`config.mk`:
```
export PLATFORM = sky130hd
export DESIGN_NAME = executionUnit
export DESIGN_NICKNAME = d
export VERILOG_FILES = /design/src/source/euOpsPkg.sv /design/src/source/euRegMapPkg.sv /design/src/source/euAlu.sv /design/src/source/euControl.sv /design/src/source/euMac.sv /design/src/source/euShifter.sv /design/src/source/executionUnit.sv
export SDC_FILE = /design/constraint.sdc
export NUM_CORES = 2
export LEC_CHECK = 0
export BUFFER_PORTS_ARGS = -buffer_cell sky130_fd_sc_hd__buf_2
export CAP_MARGIN = 20
export CORE_MARGIN = 2
export CORE_UTILIZATION = 60
export CTS_CLUSTER_DIAMETER = 60
export DETAILED_ROUTE_END_ITERATION = 7
export GPL_ROUTABILITY_DRIVEN = 0
export PLACE_DENSITY = 0.75
export SETUP_SLACK_MARGIN = 0.2
export SLEW_MARGIN = 20
export SYNTH_ARGS = -nofsm -noshare
export SYNTH_HDL_FRONTEND = slang
export SYNTH_SLANG_ARGS = --single-unit
```
`constraint.sdc`:
```
create_clock -name DSPCLK -period 9.4 [get_ports DSPCLK]
set_input_delay 0 -clock DSPCLK [delete_from_list [all_inputs] [get_ports DSPCLK]]
set_output_delay 0 -clock DSPCLK [all_outputs]
set_load 0.02 [all_outputs]
```
`src/source/euOpsPkg.sv`:
```
package euOpsPkg;

  // Command opcodes, CMD bits 3:0.
  typedef enum logic [3:0] {
    opAdd   = 4'd0,
    opSub   = 4'd1,
    opAnd   = 4'd2,
    opOr    = 4'd3,
    opXor   = 4'd4,
    opPassX = 4'd5,
    opMul   = 4'd8,
    opMac   = 4'd9,
    opMsub  = 4'd10,
    opLsh   = 4'd12,
    opAsh   = 4'd13
  } euOp;

  // Condition codes, CMD bits 7:4.
  typedef enum logic [3:0] {
    cdEq     = 4'd0,  // AZ.
    cdNe     = 4'd1,  // Not AZ.
    cdLt     = 4'd2,  // AN xor AV.
    cdGe     = 4'd3,
    cdAv     = 4'd4,
    cdNotAv  = 4'd5,
    cdAc     = 4'd6,
    cdMv     = 4'd7,
    cdSs     = 4'd8,
    cdAlways = 4'd15
  } euCond;

  localparam int astatAz    = 0;
  localparam int astatAn    = 1;
  localparam int astatAv    = 2;
  localparam int astatAc    = 3;
  localparam int astatMv    = 4;
  localparam int astatSs    = 5;
  localparam int astatWidth = 6;

  typedef enum logic [1:0] {stIdle, stWaitUnit, stSkip} ctrlState;

endpackage

```
`src/source/euRegMapPkg.sv`:
```
package euRegMapPkg;

  localparam int apbAddrWidth = 6;  // Byte addresses.

  // Operand and status registers.
  localparam logic [apbAddrWidth-1:0] regAx    = 6'h00;
  localparam logic [apbAddrWidth-1:0] regAy    = 6'h04;
  localparam logic [apbAddrWidth-1:0] regMx    = 6'h08;
  localparam logic [apbAddrWidth-1:0] regMy    = 6'h0C;
  localparam logic [apbAddrWidth-1:0] regSi    = 6'h10;
  localparam logic [apbAddrWidth-1:0] regSe    = 6'h14;
  localparam logic [apbAddrWidth-1:0] regAstat = 6'h18;
  localparam logic [apbAddrWidth-1:0] regCmd   = 6'h1C;

  // Result registers, read only.
  localparam logic [apbAddrWidth-1:0] regAr    = 6'h20;
  localparam logic [apbAddrWidth-1:0] regMr0   = 6'h24;
  localparam logic [apbAddrWidth-1:0] regMr1   = 6'h28;
  localparam logic [apbAddrWidth-1:0] regMr2   = 6'h2C;  // Guard bits.
  localparam logic [apbAddrWidth-1:0] regSr0   = 6'h30;
  localparam logic [apbAddrWidth-1:0] regSr1   = 6'h34;

endpackage

```
`src/source/euAlu.sv`:
```
`timescale 1ns/1ns

module euAlu #(
  parameter int dataWidth = 16
) (
  input  logic                 DSPCLK,
  input  logic                 rst,
  input  logic                 aluStart,
  input  euOpsPkg::euOp        opcode,
  input  logic [dataWidth-1:0] ax,
  input  logic [dataWidth-1:0] ay,
  output logic [dataWidth-1:0] ar,
  output logic                 aluDone,
  output logic                 az,
  output logic                 an,
  output logic                 av,
  output logic                 ac
);
  import euOpsPkg::*;

  localparam int msb = dataWidth - 1;

  logic [dataWidth:0] sum;  // Carry in top bit.
  logic [dataWidth-1:0] result;
  logic carry, ovf;

  always_comb begin
    sum = '0;
    result = ax;
    carry = 1'b0;
    ovf = 1'b0;
    case (opcode)
      opAdd: begin
        sum = {1'b0, ax} + {1'b0, ay};
        result = sum[msb:0];
        carry = sum[dataWidth];
        ovf = (ax[msb] == ay[msb]) && (result[msb] != ax[msb]);
      end
      opSub: begin
        sum = {1'b0, ax} + {1'b0, ~ay} + 1'b1;  // Carry means no borrow.
        result = sum[msb:0];
        carry = sum[dataWidth];
        ovf = (ax[msb] != ay[msb]) && (result[msb] != ax[msb]);
      end
      opAnd: result = ax & ay;
      opOr: result = ax | ay;
      opXor: result = ax ^ ay;
      default: result = ax;  // Pass X.
    endcase
  end

  always_ff @(posedge DSPCLK) begin
    if (rst) begin
      ar <= '0;
      aluDone <= 1'b0;
      az <= 1'b0;
      an <= 1'b0;
      av <= 1'b0;
      ac <= 1'b0;
    end else begin
      aluDone <= aluStart;
      if (aluStart) begin
        ar <= result;
        az <= (result == '0);
        an <= result[msb];
        av <= ovf;
        ac <= carry;
      end
    end
  end

  aluOpOnly: assert property (@(posedge DSPCLK) disable iff (rst)
    aluStart |-> (opcode inside {opAdd, opSub, opAnd, opOr, opXor, opPassX}));

endmodule

```
`src/source/euControl.sv`:
```
`timescale 1ns/1ns

module euControl #(
  parameter int dataWidth = 16
) (
  input  logic                               DSPCLK,
  input  logic                               rst,
  input  logic                               psel,
  input  logic                               penable,
  input  logic                               pwrite,
  input  logic [euRegMapPkg::apbAddrWidth-1:0] paddr,
  input  logic [31:0]                        pwdata,
  output logic [31:0]                        prdata,
  output logic                               pready,
  output logic                               pslverr,
  output logic [dataWidth-1:0]               ax,
  output logic [dataWidth-1:0]               ay,
  output logic [dataWidth-1:0]               mx,
  output logic [dataWidth-1:0]               my,
  output logic [dataWidth-1:0]               si,
  output logic [7:0]                         se,
  output euOpsPkg::euOp                      opcode,
  output logic                               aluStart,
  output logic                               macStart,
  output logic                               shiftStart,
  input  logic                               aluDone,
  input  logic                               az,
  input  logic                               an,
  input  logic                               av,
  input  logic                               ac,
  input  logic [dataWidth-1:0]               ar,
  input  logic                               macDone,
  input  logic                               mv,
  input  logic [2*dataWidth+7:0]             mr,
  input  logic                               shiftDone,
  input  logic                               ss,
  input  logic [2*dataWidth-1:0]             sr
);
  import euOpsPkg::*;
  import euRegMapPkg::*;

  ctrlState state;
  logic [astatWidth-1:0] astat;
  logic [7:0] cmdReg;  // Last accepted command.
  euOp cmdOp;
  euCond cmdCond;
  logic idleAccess, cmdWr, wrEn, accErr;
  logic addrMapped, addrReadOnly;
  logic opLegal, condLegal, condTrue;
  logic aluSel, macSel, shiftSel, issue, skip;

  assign cmdOp = euOp'(pwdata[3:0]);
  assign cmdCond = euCond'(pwdata[7:4]);
  assign idleAccess = psel && penable && (state == stIdle);
  assign cmdWr = pwrite && (paddr == regCmd);

  always_comb begin
    addrMapped = 1'b1;
    addrReadOnly = 1'b0;
    case (paddr)
      regAx, regAy, regMx, regMy, regSi, regSe, regAstat, regCmd: addrMapped = 1'b1;
      regAr, regMr0, regMr1, regMr2, regSr0, regSr1: addrReadOnly = 1'b1;
      default: addrMapped = 1'b0;
    endcase
  end

  always_comb begin
    opLegal = 1'b1;
    aluSel = 1'b0;
    macSel = 1'b0;
    shiftSel = 1'b0;
    case (cmdOp)
      opAdd, opSub, opAnd, opOr, opXor, opPassX: aluSel = 1'b1;
      opMul, opMac, opMsub: macSel = 1'b1;
      opLsh, opAsh: shiftSel = 1'b1;
      default: opLegal = 1'b0;
    endcase
  end

  // Condition is tested against ASTAT as it stands before the command.
  always_comb begin
    condLegal = 1'b1;
    case (cmdCond)
      cdEq: condTrue = astat[astatAz];
      cdNe: condTrue = !astat[astatAz];
      cdLt: condTrue = astat[astatAn] ^ astat[astatAv];
      cdGe: condTrue = !(astat[astatAn] ^ astat[astatAv]);
      cdAv: condTrue = astat[astatAv];
      cdNotAv: condTrue = !astat[astatAv];
      cdAc: condTrue = astat[astatAc];
      cdMv: condTrue = astat[astatMv];
      cdSs: condTrue = astat[astatSs];
      cdAlways: condTrue = 1'b1;
      default: begin
        condTrue = 1'b0;
        condLegal = 1'b0;
      end
    endcase
  end

  assign accErr = !addrMapped || (pwrite && addrReadOnly) ||
                  (cmdWr && !(opLegal && condLegal));
  assign wrEn = idleAccess && pwrite && !accErr;
  assign issue = idleAccess && cmdWr && !accErr && condTrue;
  assign skip = idleAccess && cmdWr && !accErr && !condTrue;

  assign aluStart = issue && aluSel;
  assign macStart = issue && macSel;
  assign shiftStart = issue && shiftSel;
  // Held from CMD once the unit is running.
  assign opcode = (state == stIdle) ? cmdOp : euOp'(cmdReg[3:0]);

  always_comb begin
    case (state)
      stIdle: pready = idleAccess && !issue && !skip;
      stSkip: pready = 1'b1;
      default: pready = aluDone || macDone || shiftDone;
    endcase
  end

  assign pslverr = idleAccess && accErr;

  always_ff @(posedge DSPCLK) begin
    if (rst) begin
      state <= stIdle;
    end else begin
      case (state)
        stIdle: begin
          if (issue) state <= stWaitUnit;
          else if (skip) state <= stSkip;
        end
        default: if (pready) state <= stIdle;  // Transfer ends.
      endcase
    end
  end

  always_ff @(posedge DSPCLK) begin
    if (rst) begin
      ax <= '0;
      ay <= '0;
      mx <= '0;
      my <= '0;
      si <= '0;
      se <= '0;
      astat <= '0;
      cmdReg <= '0;
    end else begin
      if (wrEn) begin
        case (paddr)
          regAx: ax <= pwdata[dataWidth-1:0];
          regAy: ay <= pwdata[dataWidth-1:0];
          regMx: mx <= pwdata[dataWidth-1:0];
          regMy: my <= pwdata[dataWidth-1:0];
          regSi: si <= pwdata[dataWidth-1:0];
          regSe: se <= pwdata[7:0];
          regAstat: astat <= pwdata[astatWidth-1:0];
          regCmd: cmdReg <= pwdata[7:0];  // Kept even when skipped.
          default: ;
        endcase
      end
      if (aluDone) begin
        astat[astatAz] <= az;
        astat[astatAn] <= an;
        astat[astatAv] <= av;
        astat[astatAc] <= ac;
      end
      if (macDone) astat[astatMv] <= mv;
      if (shiftDone) astat[astatSs] <= ss;
    end
  end

  always_comb begin
    prdata = '0;
    case (paddr)
      regAx: prdata = 32'(ax);
      regAy: prdata = 32'(ay);
      regMx: prdata = 32'(mx);
      regMy: prdata = 32'(my);
      regSi: prdata = 32'(si);
      regSe: prdata = 32'(se);
      regAstat: prdata = 32'(astat);
      regCmd: prdata = 32'(cmdReg);
      regAr: prdata = 32'(ar);
      regMr0: prdata = 32'(mr[dataWidth-1:0]);
      regMr1: prdata = 32'(mr[2*dataWidth-1:dataWidth]);
      regMr2: prdata = 32'(mr[2*dataWidth+7:2*dataWidth]);
      regSr0: prdata = 32'(sr[dataWidth-1:0]);
      regSr1: prdata = 32'(sr[2*dataWidth-1:dataWidth]);
      default: prdata = '0;
    endcase
  end

  // The master must hold the access phase while a unit is busy.
  readyInAccess: assert property (@(posedge DSPCLK) disable iff (rst)
    pready |-> (psel && penable));

  // One unit at a time, so no start meets another start or a done.
  oneStart: assert property (@(posedge DSPCLK) disable iff (rst)
    $onehot0({aluStart, macStart, shiftStart, aluDone, macDone, shiftDone}));

endmodule

```
`src/source/euMac.sv`:
```
`timescale 1ns/1ns

module euMac #(
  parameter int dataWidth = 16
) (
  input  logic                   DSPCLK,
  input  logic                   rst,
  input  logic                   macStart,
  input  euOpsPkg::euOp          opcode,
  input  logic [dataWidth-1:0]   mx,
  input  logic [dataWidth-1:0]   my,
  output logic [2*dataWidth+7:0] mr,
  output logic                   macDone,
  output logic                   mv
);
  import euOpsPkg::*;

  localparam int prodWidth = 2 * dataWidth;
  localparam int mrWidth = prodWidth + 8;

  logic signed [prodWidth-1:0] prodQ;  // Stage 1 product.
  euOp opQ;
  logic stage1Valid;
  logic [mrWidth-1:0] prodExt, mrNext;
  logic [8:0] topBits;  // Guard bits and product sign.

  always_ff @(posedge DSPCLK) begin
    if (macStart) begin
      prodQ <= $signed(mx) * $signed(my);
      opQ <= opcode;
    end
  end

  always_comb begin
    prodExt = {{8{prodQ[prodWidth-1]}}, prodQ};
    case (opQ)
      opMac: mrNext = mr + prodExt;
      opMsub: mrNext = mr - prodExt;
      default: mrNext = prodExt;  // Multiply only.
    endcase
    topBits = mrNext[mrWidth-1:prodWidth-1];
  end

  always_ff @(posedge DSPCLK) begin
    if (rst) begin
      stage1Valid <= 1'b0;
      mr <= '0;
      macDone <= 1'b0;
      mv <= 1'b0;
    end else begin
      stage1Valid <= macStart;
      macDone <= stage1Valid;
      if (stage1Valid) begin
        mr <= mrNext;
        mv <= !((&topBits) || !(|topBits));  // Guard bits not a sign extension.
      end
    end
  end

  // Control issues one command at a time.
  noOverlap: assert property (@(posedge DSPCLK) disable iff (rst)
    macStart |-> !stage1Valid);

endmodule

```
`src/source/euShifter.sv`:
```
`timescale 1ns/1ns

module euShifter #(
  parameter int dataWidth = 16
) (
  input  logic                   DSPCLK,
  input  logic                   rst,
  input  logic                   shiftStart,
  input  euOpsPkg::euOp          opcode,
  input  logic [dataWidth-1:0]   si,
  input  logic [7:0]             se,
  output logic [2*dataWidth-1:0] sr,
  output logic                   shiftDone,
  output logic                   ss
);
  import euOpsPkg::*;

  localparam int srWidth = 2 * dataWidth;

  logic arith;
  logic [srWidth-1:0] word, shifted;
  logic [7:0] amount;  // Magnitude of SE.

  always_comb begin
    arith = (opcode == opAsh);
    if (arith) word = {{dataWidth{si[dataWidth-1]}}, si};
    else word = {{dataWidth{1'b0}}, si};
    amount = se[7] ? (~se + 8'd1) : se;
    // Oversized shifts leave zeros, or sign bits for the arithmetic case.
    if (!se[7]) shifted = word << amount;
    else if (arith) shifted = $signed(word) >>> amount;
    else shifted = word >> amount;
  end

  always_ff @(posedge DSPCLK) begin
    if (rst) begin
      sr <= '0;
      shiftDone <= 1'b0;
      ss <= 1'b0;
    end else begin
      shiftDone <= shiftStart;
      if (shiftStart) begin
        sr <= shifted;
        ss <= si[dataWidth-1];  // Sign of input.
      end
    end
  end

endmodule

```
`src/source/executionUnit.sv`:
```
`timescale 1ns/1ns

module executionUnit #(
  parameter int dataWidth = 16
) (
  input  logic                                 DSPCLK,
  input  logic                                 rst,
  input  logic                                 psel,
  input  logic                                 penable,
  input  logic                                 pwrite,
  input  logic [euRegMapPkg::apbAddrWidth-1:0] paddr,
  input  logic [31:0]                          pwdata,
  output logic [31:0]                          prdata,
  output logic                                 pready,
  output logic                                 pslverr
);
  import euOpsPkg::*;

  logic [dataWidth-1:0] ax, ay, mx, my, si, ar;
  logic [7:0] se;
  euOp opcode;
  logic aluStart, macStart, shiftStart;
  logic aluDone, az, an, av, ac;
  logic macDone, mv;
  logic [2*dataWidth+7:0] mr;  // Product plus guard bits.
  logic shiftDone, ss;
  logic [2*dataWidth-1:0] sr;

  euControl #(.dataWidth(dataWidth)) control (
    .DSPCLK, .rst, .psel, .penable, .pwrite, .paddr, .pwdata,
    .prdata, .pready, .pslverr,
    .ax, .ay, .mx, .my, .si, .se, .opcode,
    .aluStart, .macStart, .shiftStart,
    .aluDone, .az, .an, .av, .ac, .ar,
    .macDone, .mv, .mr,
    .shiftDone, .ss, .sr
  );

  euAlu #(.dataWidth(dataWidth)) alu (
    .DSPCLK, .rst, .aluStart, .opcode, .ax, .ay,
    .ar, .aluDone, .az, .an, .av, .ac
  );

  euMac #(.dataWidth(dataWidth)) mac (
    .DSPCLK, .rst, .macStart, .opcode, .mx, .my,
    .mr, .macDone, .mv
  );

  euShifter #(.dataWidth(dataWidth)) shifter (
    .DSPCLK, .rst, .shiftStart, .opcode, .si, .se,
    .sr, .shiftDone, .ss
  );

endmodule
```
==> impl_metrics.yaml <==
die:
  initial_utilization: 0.606
  core_mm2: 0.0453
  die-area_mm2: 0.0475
  die_x_um: 218
  rows: 78
  die_h_um: 218
  num_io_pins: 77
run:
  drv_cap: 0
timing:
  period_needed_ns: 7.63
  worst_pin_slew_ns: 1.14
  setup_tns_ns: 0
  timing.fmax_mhz: 131
  setup_viol: 0
  relSlewSlack: 0.240
  maxSlewViolCount: 0
  fin_crit_sh: 0.811
  hold_viol: 0
  timing.final.ws_setup_ns: 1.77
  rsz0062_at_grt: "no"
  holdWs_ns: 0.142
  finalClockSkew_ns: 0.0396
clocking:
  cts_tree: "done"
  cts_resized: 0
  post_cts_buffers: 0
  cts_buffers: 25
  hold_buffers: 17
  htreeDepth: 1
  clk_latency_ns: 0.57
  root_buffer: "clkbuf_16"
  clock-sinks: 237
  clock_path_buffers: 3
  clkTransAtPathRegs_ns: 0.07
critical_path:
  cp-end-kind: "register"
  critPathKind: "reg2reg"
  worst-path-max-fanout: 18
  critPathLaunchType: "register"
  critPathArrivalTime_ns: 7.90
  r2r-end: "mac.prodQ[31]"
  worstPathRequired_ns: 9.67
  ff2ff_setup_slack_ns: 1.77
  r2r_cells: 18
  reg2reg_from: "control.mx[9]"
  startpoint: "control.mx[9]"
route:
  drc: 51
  drt_wl_total_um: 88600
  first_pass_iters: 8
  routedWlPerCell_um: 22.2
  viasPerCell: 6.52
  antenna_left: 0
  drt_iter0_markers: 3470
  num_vias: 26000
logic_synthesis:
  synth_fa_ha_area_frac: 0.271
  ys_ff_latch: 237
  yosysTopAreaCell: "fa_1"
  synth_top_family_by_area: "adder cells"
  synth_edf_count: 36
  synth_compound_area_frac: 0.198
  synth_ff_type: "dfxtp_1"
  synthMuxAreaShare: 0.0214
  ys_warn_count: 0
  synthArstFlopShare: 0
  syn_avg_cell_area_um2: 7.92
  syn_inst: 3465
  synth_top_area_share: 0.193
  synth_cell_types: 93
  synth.area.top_cells: "fa_1 19%, dfxtp_1 15%, ha_1 7.8%"
  ys_seq_area_frac: 0.186
  synth_area_mm2: 0.0275
  synthSimpleGateAreaFrac: 0.202
  synth_xor_area_frac: 0.0383
layout:
  drive_above_1_share: 0.0528
  design_area_mm2: 0.0289
  nNetsFinal: 3851
  area_delta_synth_final_pct: 5.31
  n_antenna_cell: 0
place:
  place_area_mm2: 0.0279
  dp_hpwl_um: 65700
  port_buffers: 44
  dp_slack_ns: 2.05
grt:
  grt_antenna_before_repair: 2
  grt_use_total: 0.373
  grt_pass1_vias: 25600
  overflow: 0
  grt_pass1_wl_um: 140000
  grt_max_degree: 104
power_and_ir_drop:
  p_leak_nw: 12.4
  powerDensity_mw_per_mm2: 74.5
  power_mw: 2.15
  ir_worst_vdd_v: 0.000114
run_status:
  status: "finished, violations left"
  violations: "DRC"
min_path:
  holdPathStages: 6
  hold_start: "pwrite"
  hp-class: "in2reg"
  whs_endpoint: "control.si[5]"
-- flip-flops by register name, summed over array words and instances, names as in the netlist, 8 cells and up --
register and cells:
mac.mr 40, mac.prodQ 32, shifter.sr 32, control.ax 16, control.ay 16, control.mx 16
control.my 16, control.si 16, alu.ar 15, control.cmdReg 8, control.se 8
-- cell usage after synthesis (19+ instances only) --
master    number
a311oi_1      32
dfxtp_1      201
a211oi_1      51
xor2_1        37
clkbuf_1     196
o21a_1        19
a21o_1        40
and2_1       146
a222oi_1      21
nand4_1       24
edfxtp_1      36
nand3_1       67
fa_1         265
a22oi_1       39
o211ai_1      19
ha_1         171
a31oi_1       20
a21oi_1      281
inv_1        349
nand2_1      510
o21ai_0      124
xnor2_1       83
nor2_1       278
mux2i_1       43
nor3_1        59
nand2b_1      20
-- per-stage QoR --
step,cells,util
5_1_grt,3991,0.638
4_1_cts,3990,0.638
2_1_floorplan,3480,-
3_3_place_gp,3927,0.616
6_report,3991,0.638
3_5_place_dp,3927,0.616
-- cells by family (layout without fill, tap and decap cells) --
family	after synthesis	count (layout)
DFF	237	237
muxes	52	52
xor gates and xnor gates	120	120
adders and majority gates	436	436
AOI/OAI and AO/OA	826	826
buffers and inverters	582	493
and+or+nand+nor	1211	1211
other	1	16
-- cell type report --
| class | instances | area [um2] |
|---|---|---|
| clock buffers | 39 | 759 |
| clock inverters | 7 | 87.6 |
| flip-flops and latches | 237 | 5110 |
| fillers | 3814 | 16400 |
| multi-input cells | 2661 | 20200 |
| well taps | 600 | 751 |
| repair buffers | 95 | 652 |
| inverters | 352 | 1320 |
-- power by group --
| part | switching, mW | total [mW] | internal, mW | leakage (nW) |
|---|---|---|---|---|
| sequential | 0.000483 | 1.03 | 1.03 | 2.03 |
| combinational | 0.0776 | 0.103 | 0.0256 | 9.97 |
| clock | 0.434 | 1.02 | 0.589 | 0.414 |
-- worst max path at each step --
| stage | slack, ns | endpoint |
|---|---|---|
| after floorplan | 2.85 | mac.prodQ[31] |
| after global placement | 2.10 | mac.prodQ[31] |
| after detailed placement | 2.05 | mac.prodQ[31] |
| after CTS | 1.99 | mac.prodQ[31] |
| after global routing | 1.50 | mac.prodQ[31] |
| final | 1.77 | mac.prodQ[31] |
-- worst max-delay path, stage by stage, from the launching register on --
cell and delay [ns]:
dfxtp_1 0.95, nand2_1 0.19, fa_1 0.57, fa_1 0.53, fa_1 0.52, inv_1 0.04
ha_1 0.29, fa_1 0.53, fa_1 0.45, ha_1 0.36, a2111oi_0 0.41, o21ai_0 0.20
a2111oi_0 0.52, o31ai_1 0.25, o41ai_2 0.72, o211ai_1 0.25, a31o_2 0.28, a21oi_1 0.17
xnor2_1 0.08
-- placed cells by master (no fill, tap or decap), drive strengths merged, types with 21 or more instances in the layout --
cell type,n
a211oi,51
a21o,40
a21oi,283
a222oi,21
a22oi,39
a311oi,32
and2,146
buf,78
clkbuf,39
dfxtp,201
edfxtp,36
fa,265
ha,171
inv,355
mux2i,43
nand2,511
nand3,67
nand4,24
nor2,282
nor3,60
o21ai,134
xnor2,83
xor2,37
-- routing by layer --
layer	global-route usage	part of all wire
met5	0	0.00027
met4	0.212	0.069
met3	0.0672	0.10
met2	0.603	0.46
met1	0.470	0.37
Power figures use the tool's default switching activity.
